### config.mk
export PLATFORM = sky130hd
export DESIGN_NAME = conv_input_top
export DESIGN_NICKNAME = d
export VERILOG_FILES = /design/src/rtl/conv_pipe_pkg.sv /design/src/rtl/conv_input_top.sv /design/src/rtl/result_collector.sv /design/src/rtl/dot_core.sv /design/src/rtl/stream_joiner.sv
export SDC_FILE = /design/constraint.sdc
export NUM_CORES = 2
export LEC_CHECK = 0
export ABC_AREA = 1
export BUFFER_PORTS_ARGS = -buffer_cell sky130_fd_sc_hd__buf_2
export CAP_MARGIN = 20
export CORE_MARGIN = 5
export CORE_UTILIZATION = 55
export CTS_CLUSTER_SIZE = 40
export DETAILED_ROUTE_END_ITERATION = 10
export GPL_TIMING_DRIVEN = 0
export PLACE_DENSITY = 0.81
export SYNTH_ARGS = -nofsm -noshare
export SYNTH_HDL_FRONTEND = slang
export SYNTH_SLANG_ARGS = --single-unit
### constraint.sdc
create_clock -name aclk -period 9.8 [get_ports aclk]
set_clock_uncertainty 0.1 [all_clocks]
set_input_delay 0.98 -clock aclk [delete_from_list [all_inputs] [get_ports aclk]]
set_output_delay 0.98 -clock aclk [all_outputs]
set_load 0.03 [all_outputs]
### src/rtl/conv_pipe_pkg.sv
package conv_pipe_pkg;

  // pixel and weight words are signed fixed point.
  localparam int word_w = 8;

  // wide enough for a full column of products summed over many input channels.
  localparam int acc_w = 24;

  typedef logic signed [word_w-1:0] word_t;

  typedef logic signed [acc_w-1:0] acc_t;

  // sideband of a pixel beat.
  // cin_last closes the accumulation group of one column.
  // last closes the image.
  typedef struct packed {
    logic cin_last;
    logic last;
  } beat_ctrl_t;

  // the joiner waits for a kernel in join_load and passes pixels in join_run.
  typedef enum logic {
    join_load,
    join_run
  } join_state_t;

endpackage
### src/rtl/conv_input_top.sv
module conv_input_top #(
  parameter int units    = 2,
  parameter int cores    = 2,
  parameter int kernel_h = 3
) (
  input  logic                                      aclk,
  input  logic                                      reset,
  input  logic                                      s_pix_valid,
  output logic                                      s_pix_ready,
  input  conv_pipe_pkg::word_t [units+kernel_h-2:0] s_pix_data,
  input  conv_pipe_pkg::beat_ctrl_t                 s_pix_ctrl,
  input  logic                                      s_w_valid,
  output logic                                      s_w_ready,
  input  conv_pipe_pkg::word_t [cores*kernel_h-1:0] s_w_data,
  output logic                                      m_valid,
  input  logic                                      m_ready,
  output conv_pipe_pkg::acc_t  [cores*units-1:0]    m_data,
  output logic                                      m_last
);

  logic                                      pix_valid;
  conv_pipe_pkg::word_t [units+kernel_h-2:0] pix_data;
  conv_pipe_pkg::beat_ctrl_t                 pix_ctrl;
  logic                                      w_load;
  conv_pipe_pkg::word_t [cores*kernel_h-1:0] w_data;
  logic                 [cores-1:0]          core_ready;
  logic                 [cores-1:0]          res_valid;
  logic                 [cores-1:0]          res_last;
  conv_pipe_pkg::acc_t  [cores*units-1:0]    res_data;
  logic                                      res_ready;

  stream_joiner #(
    .units    (units),
    .cores    (cores),
    .kernel_h (kernel_h)
  ) u_joiner (
    .aclk        (aclk),
    .reset       (reset),
    .s_pix_valid (s_pix_valid),
    .s_pix_data  (s_pix_data),
    .s_pix_ctrl  (s_pix_ctrl),
    .s_w_valid   (s_w_valid),
    .s_w_data    (s_w_data),
    .core_ready  (core_ready),
    .s_pix_ready (s_pix_ready),
    .s_w_ready   (s_w_ready),
    .pix_valid   (pix_valid),
    .pix_data    (pix_data),
    .pix_ctrl    (pix_ctrl),
    .w_load      (w_load),
    .w_data      (w_data)
  );

  // core c owns output channel c, its kernel column and its slice of the result bus.
  for (genvar c = 0; c < cores; c++) begin : g_core
    dot_core #(
      .units    (units),
      .kernel_h (kernel_h)
    ) u_core (
      .aclk       (aclk),
      .reset      (reset),
      .w_load     (w_load),
      .w_data     (w_data[c*kernel_h +: kernel_h]),
      .pix_valid  (pix_valid),
      .pix_data   (pix_data),
      .pix_ctrl   (pix_ctrl),
      .res_ready  (res_ready),
      .core_ready (core_ready[c]),
      .res_valid  (res_valid[c]),
      .res_data   (res_data[c*units +: units]),
      .res_last   (res_last[c])
    );
  end

  result_collector #(
    .units (units),
    .cores (cores)
  ) u_collector (
    .aclk      (aclk),
    .reset     (reset),
    .res_valid (res_valid),
    .res_data  (res_data),
    .res_last  (res_last[0]),
    .m_ready   (m_ready),
    .res_ready (res_ready),
    .m_valid   (m_valid),
    .m_data    (m_data),
    .m_last    (m_last)
  );

endmodule

### src/rtl/result_collector.sv
module result_collector #(
  parameter int units = 2,
  parameter int cores = 2
) (
  input  logic                                    aclk,
  input  logic                                    reset,
  input  logic                [cores-1:0]         res_valid,
  input  conv_pipe_pkg::acc_t [cores*units-1:0]   res_data,
  input  logic                                    res_last,
  input  logic                                    m_ready,
  output logic                                    res_ready,
  output logic                                    m_valid,
  output conv_pipe_pkg::acc_t [cores*units-1:0]   m_data,
  output logic                                    m_last
);

  logic all_valid;
  logic load;

  assign all_valid = &res_valid;

  // take the results when the output register is empty or drains this cycle.
  assign load      = all_valid && (!m_valid || m_ready);
  assign res_ready = load;

  always_ff @(posedge aclk) begin
    if (reset) begin
      m_valid <= 1'b0;
    end else if (load) begin
      m_valid <= 1'b1;
    end else if (m_ready) begin
      m_valid <= 1'b0;
    end
  end

  // all cores see the same beats, so core 0 speaks for the last flag.
  always_ff @(posedge aclk) begin
    if (load) begin
      m_data <= res_data;
      m_last <= res_last;
    end
  end

endmodule

### src/rtl/dot_core.sv
module dot_core #(
  parameter int units    = 2,
  parameter int kernel_h = 3
) (
  input  logic                                      aclk,
  input  logic                                      reset,
  input  logic                                      w_load,
  input  conv_pipe_pkg::word_t [kernel_h-1:0]       w_data,
  input  logic                                      pix_valid,
  input  conv_pipe_pkg::word_t [units+kernel_h-2:0] pix_data,
  input  conv_pipe_pkg::beat_ctrl_t                 pix_ctrl,
  input  logic                                      res_ready,
  output logic                                      core_ready,
  output logic                                      res_valid,
  output conv_pipe_pkg::acc_t  [units-1:0]          res_data,
  output logic                                      res_last
);

  conv_pipe_pkg::word_t [kernel_h-1:0] kern;
  conv_pipe_pkg::acc_t  [units-1:0]    col_sum;
  conv_pipe_pkg::acc_t  [units-1:0]    s1_sum;
  conv_pipe_pkg::acc_t  [units-1:0]    acc;
  conv_pipe_pkg::beat_ctrl_t           s1_ctrl;
  logic                                s1_valid;
  logic                                hold;
  logic                                s1_done;

  always_ff @(posedge aclk) begin
    if (w_load) begin
      kern <= w_data;
    end
  end

  // unit u sees rows u to u+kernel_h-1 of the beat.
  always_comb begin
    for (int u = 0; u < units; u++) begin
      col_sum[u] = '0;
      for (int k = 0; k < kernel_h; k++) begin
        col_sum[u] = col_sum[u]
                   + conv_pipe_pkg::acc_t'($signed(pix_data[u+k]))
                   * conv_pipe_pkg::acc_t'($signed(kern[k]));
      end
    end
  end

  // a closing beat in stage one waits while the result register is still full.
  assign hold    = s1_valid && s1_ctrl.cin_last && res_valid && !res_ready;
  assign s1_done = s1_valid && !hold;

  // not dependent on res_ready, so the ready path stays short.
  assign core_ready = !(res_valid && s1_valid && s1_ctrl.cin_last);

  always_ff @(posedge aclk) begin
    if (reset) begin
      s1_valid <= 1'b0;
    end else if (!hold) begin
      s1_valid <= pix_valid;
    end
  end

  always_ff @(posedge aclk) begin
    if (pix_valid && !hold) begin
      s1_sum  <= col_sum;
      s1_ctrl <= pix_ctrl;
    end
  end

  always_ff @(posedge aclk) begin
    if (reset) begin
      acc       <= '0;
      res_valid <= 1'b0;
    end else if (s1_done && s1_ctrl.cin_last) begin
      acc       <= '0;
      res_valid <= 1'b1;
    end else begin
      if (s1_done) begin
        for (int u = 0; u < units; u++) begin
          acc[u] <= acc[u] + s1_sum[u];
        end
      end
      if (res_ready) begin
        res_valid <= 1'b0;
      end
    end
  end

  always_ff @(posedge aclk) begin
    if (s1_done && s1_ctrl.cin_last) begin
      for (int u = 0; u < units; u++) begin
        res_data[u] <= acc[u] + s1_sum[u];
      end
      res_last <= s1_ctrl.last;
    end
  end

endmodule

### src/rtl/stream_joiner.sv
module stream_joiner #(
  parameter int units    = 2,
  parameter int cores    = 2,
  parameter int kernel_h = 3
) (
  input  logic                                             aclk,
  input  logic                                             reset,
  input  logic                                             s_pix_valid,
  input  conv_pipe_pkg::word_t [units+kernel_h-2:0]        s_pix_data,
  input  conv_pipe_pkg::beat_ctrl_t                        s_pix_ctrl,
  input  logic                                             s_w_valid,
  input  conv_pipe_pkg::word_t [cores*kernel_h-1:0]        s_w_data,
  input  logic                 [cores-1:0]                 core_ready,
  output logic                                             s_pix_ready,
  output logic                                             s_w_ready,
  output logic                                             pix_valid,
  output conv_pipe_pkg::word_t [units+kernel_h-2:0]        pix_data,
  output conv_pipe_pkg::beat_ctrl_t                        pix_ctrl,
  output logic                                             w_load,
  output conv_pipe_pkg::word_t [cores*kernel_h-1:0]        w_data
);

  localparam int pix_words = units + kernel_h - 1;

  conv_pipe_pkg::join_state_t state;
  logic                       w_take;
  logic                       pix_take;

  assign s_w_ready = (state == conv_pipe_pkg::join_load);
  assign w_take    = s_w_valid && s_w_ready;

  // the cores latch the new kernel while w_load is high, so no pixel
  // beat may enter in that cycle.
  assign s_pix_ready = (state == conv_pipe_pkg::join_run) && !w_load && (&core_ready);
  assign pix_take    = s_pix_valid && s_pix_ready;

  // cores see only real transfers, so a core never takes a beat that
  // another core has refused.
  assign pix_valid = pix_take;
  assign pix_data  = s_pix_data[pix_words-1:0];
  assign pix_ctrl  = s_pix_ctrl;

  always_ff @(posedge aclk) begin
    if (reset) begin
      state  <= conv_pipe_pkg::join_load;
      w_load <= 1'b0;
    end else begin
      w_load <= w_take;
      case (state)
        conv_pipe_pkg::join_load: begin
          if (w_take) begin
            state <= conv_pipe_pkg::join_run;
          end
        end
        conv_pipe_pkg::join_run: begin
          if (pix_take && s_pix_ctrl.last) begin
            state <= conv_pipe_pkg::join_load;
          end
        end
        default: begin
          state <= conv_pipe_pkg::join_load;
        end
      endcase
    end
  end

  always_ff @(posedge aclk) begin
    if (w_take) begin
      w_data <= s_w_data;
    end
  end

endmodule

==> flow_metrics.py <==
metrics = {
    "cts": {
        "clock_path_buffers": 3,
        "clk_pin_slew_worst_paths_ns": 0.07,
        "post_cts_resized": 0,
        "cts_root_buf": "clkbuf_16",
        "h-tree-depth": 2,
        "cts_setup_buffers": 0,
        "clkLatencyLatePin_ns": 0.67,
        "postCtsHoldBufs": 0,
        "cts_tree": "built",
        "cts_buffers": 55,
        "cts_sinks": 492,
    },
    "synthesis": {
        "synth.area.top_cells": "fa_1, edfxtp_1, inv_1, nand2_1, ha_1",
        "synth_simple_gate_area_frac": 0.179,
        "synth_mux_area_frac": 0,
        "synth_seq_cells": 492,
        "yosysTopAreaCell": "fa_1",
        "syn_area_mm2": 0.0589,
        "synth_compound_area_frac": 0.0394,
        "synth_seq_area_share": 0.233,
        "yosys.area_share.adder": 0.356,
        "synth_xor_area_frac": 0.0372,
        "ys_types": 41,
        "synth_cells": 7475,
        "ys_async_sr_fraction": 0,
        "synth_top_area_frac": 0.249,
        "yosys_warnings": 0,
        "synth_nets": 8798,
        "synth_ff_type": "edfxtp_1",
        "synth_edf_count": 389,
        "syn_area_per_cell_um2": 7.88,
        "synth_top_family_by_area": "adder cells",
    },
    "setup_path": {
        "start_kind": "register",
        "cp-end-kind": "register",
        "path_class": "register to register",
        "r2r_slack_ns": 1.86,
        "cp_data_arrival_time_ns": 8.23,
        "critPathMaxFanout": 10,
        "r2r_cells": 25,
        "cp.required_ns": 10.09,
    },
    "timing": {
        "hold_viol_final": 0,
        "drv_slew": 0,
        "period_share": 0.810,
        "max_freq_mhz": 126,
        "setup_viol": 0,
        "rsz0062_at_grt": "false",
        "setup_ws_ns": 1.86,
        "slew_headroom": 0.294,
        "worst_pin_slew_ns": 1.06,
        "post-route-min-period_ns": 7.94,
        "setup_tns_ns": 0,
    },
    "place": {
        "port_buffers": 174,
        "place.gp.congestion": 1.01,
        "dp_hpwl_um": 135000,
        "pre_cts_ws_ns": 1.58,
    },
    "final_layout": {
        "fill_cells": 9488,
        "design.final.nets": 9039,
        "area_growth_pct": 8.23,
        "drive_above_1_share": 0.0424,
        "utilization": 0.597,
    },
    "grt": {
        "grt_usage": 0.289,
        "grt_remaining_overflow": 0,
        "grt_pass1_wl_um": 255000,
        "antenna_found_initial": 16,
        "grt_pass1_vias": 47500,
        "grt_max_degree": 40,
    },
    "floorplanning": {
        "row_count": 120,
        "ios": 187,
        "die_area_mm2": 0.114,
        "die_w_um": 337,
        "die_h_um": 337,
        "initial_utilization": 0.552,
        "core_area_mm2": 0.107,
    },
    "status": {
        "status": "finished, final reports clean",
    },
    "detailed_routing": {
        "viasPerCell": 5.15,
        "wirelength_um": 163000,
        "wl_per_cell_um": 17.7,
        "firstDrtPassIters": 6,
        "drt-initial-drc-count": 4080,
        "drc": 0,
        "num_vias": 47200,
        "drtAntennaViolNets": 0,
    },
    "run": {
        "drv_cap": 0,
    },
    "hold_path": {
        "hold_path_depth": 0,
        "min_path_type": "register to register",
    },
}
[cells by family (layout without fill, tap and decap cells)]
kind of cell / Yosys count / in the layout
compound gates: 433 / 433
xor+xnor: 250 / 250
fa+ha+maj: 1236 / 1236
buf+inv: 2407 / 2695
flops: 492 / 492
other cells: 0 / 11
simple gates: 2657 / 2657
[critical path, stage by stage, from the launching register on]
cell and delay, ns:
edfxtp_1 0.33, clkbuf_1 0.51, clkbuf_1 0.58, nand2_1 0.17, fa_1 0.57, inv_1 0.05, fa_1 0.48, fa_1 0.50
inv_1 0.05, fa_1 0.47, inv_1 0.04, ha_1 0.33, a21oi_1 0.20, a21boi_0 0.35, o21ai_0 0.21, xnor2_1 0.60
fa_1 0.54, inv_1 0.07, ha_1 0.20, nand2_1 0.09, nor2_1 0.19, nand4_1 0.10, o21ai_0 0.41, nand2_1 0.18
nand3b_1 0.28, nand2_1 0.09
[sequential cells by signal, indices dropped and copies added (netlist names)]
| register | count |
|---|---|
| g_core.u_core.acc | 96 |
| g_core.u_core.kern | 48 |
| g_core.u_core.res_data | 96 |
| g_core.u_core.res_last | 1 |
| g_core.u_core.res_valid | 2 |
| g_core.u_core.s1_ctrl | 3 |
| g_core.u_core.s1_sum | 96 |
| g_core.u_core.s1_valid | 2 |
| u_collector.m_data | 96 |
| u_collector.m_last | 1 |
| u_collector.m_valid | 1 |
| u_joiner.state | 1 |
| u_joiner.w_data | 48 |
| u_joiner.w_load | 1 |
[worst paths after layout]
kind	startpoint	end
setup / recovery	g_core[1].u_core.kern[18]$_DFFE_PP_	g_core[1].u_core.s1_sum[20]$_DFFE_PP_
hold / removal	g_core[0].u_core.res_data[3]$_DFFE_PP_	u_collector.m_data[3]$_DFFE_PP_
setup reg to reg	g_core[1].u_core.kern[18]$_DFFE_PP_	g_core[1].u_core.s1_sum[20]$_DFFE_PP_
hold reg to reg	g_core[0].u_core.res_data[3]$_DFFE_PP_	u_collector.m_data[3]$_DFFE_PP_
[through the flow]
| step | hold WS [ns] | instances | cell area, um^2 |
|---|---|---|---|
| finish | 0.310 | 9177 | 63700 |
| global route | 0.318 | 9171 | 63700 |
| CTS | 0.316 | 9166 | 63700 |
| detailed placement | 0.305 | 9062 | 61800 |
| global placement | 0.301 | 9052 | 61500 |
| floorplan | 0.300 | 7475 | 58900 |
[cell type report]
type / instances / area [um^2] / share of cell area
Antenna cell: 11 / 27.5 / 0.000432
Buffer: 192 / 805 / 0.0126
Clock buffer: 61 / 1410 / 0.0221
Clock inverter: 43 / 539 / 0.00846
Inverter: 2215 / 8320 / 0.130
Multi-Input combinational cell: 4576 / 36100 / 0.566
Sequential cell: 492 / 13700 / 0.216
Tap cell: 1403 / 1760 / 0.0275
Timing Repair Buffer: 184 / 1090 / 0.0170
[layout by cell type (no fill, tap or decap), types with 172 or more instances in the layout]
cell type | Yosys | final
nand2_1 | 1882 | 1882
ha_1 | 504 | 504
nand3_1 | 237 | 237
nor2_1 | 417 | 414
fa_1 | 732 | 732
a21oi_1 | 209 | 209
inv_1 | 2212 | 2212
edfxtp_1 | 389 | 389
buf_2 | 10 | 184
clkbuf_1 | 167 | 172
[Yosys cell counts, types with 3 or more instances]
cell type / instances
nor3_1: 32
a31oi_1: 16
nand4_1: 54
fa_1: 732
nand2_1: 1882
ha_1: 504
o21bai_1: 14
a21o_1: 9
a21oi_1: 209
nor2_1: 417
dfxtp_1: 103
o21ai_1: 21
buf_6: 6
clkbuf_1: 167
xor2_1: 143
buf_4: 7
inv_1: 2212
nand3_1: 237
and2_1: 3
buf_2: 10
or2_2: 9
a21boi_0: 13
nor4_1: 3
xnor2_1: 107
nand2_2: 3
nand3b_1: 15
edfxtp_1: 389
o21ai_0: 141
[metal layers]
layer | vias up | wire [um] | global-route usage | share of wire
met5 | - | 60 | 0 | 0.00037
met4 | 10 | 9420 | 0.140 | 0.058
met3 | 370 | 16100 | 0.0573 | 0.099
met2 | 2021 | 71200 | 0.455 | 0.44
met1 | 22400 | 65700 | 0.385 | 0.40
li1 | 22500 | - | - | -
Power is left out: the tool's default activity adds up to more than one toggle a clock period on the data nets, which glitch-free logic cannot reach.
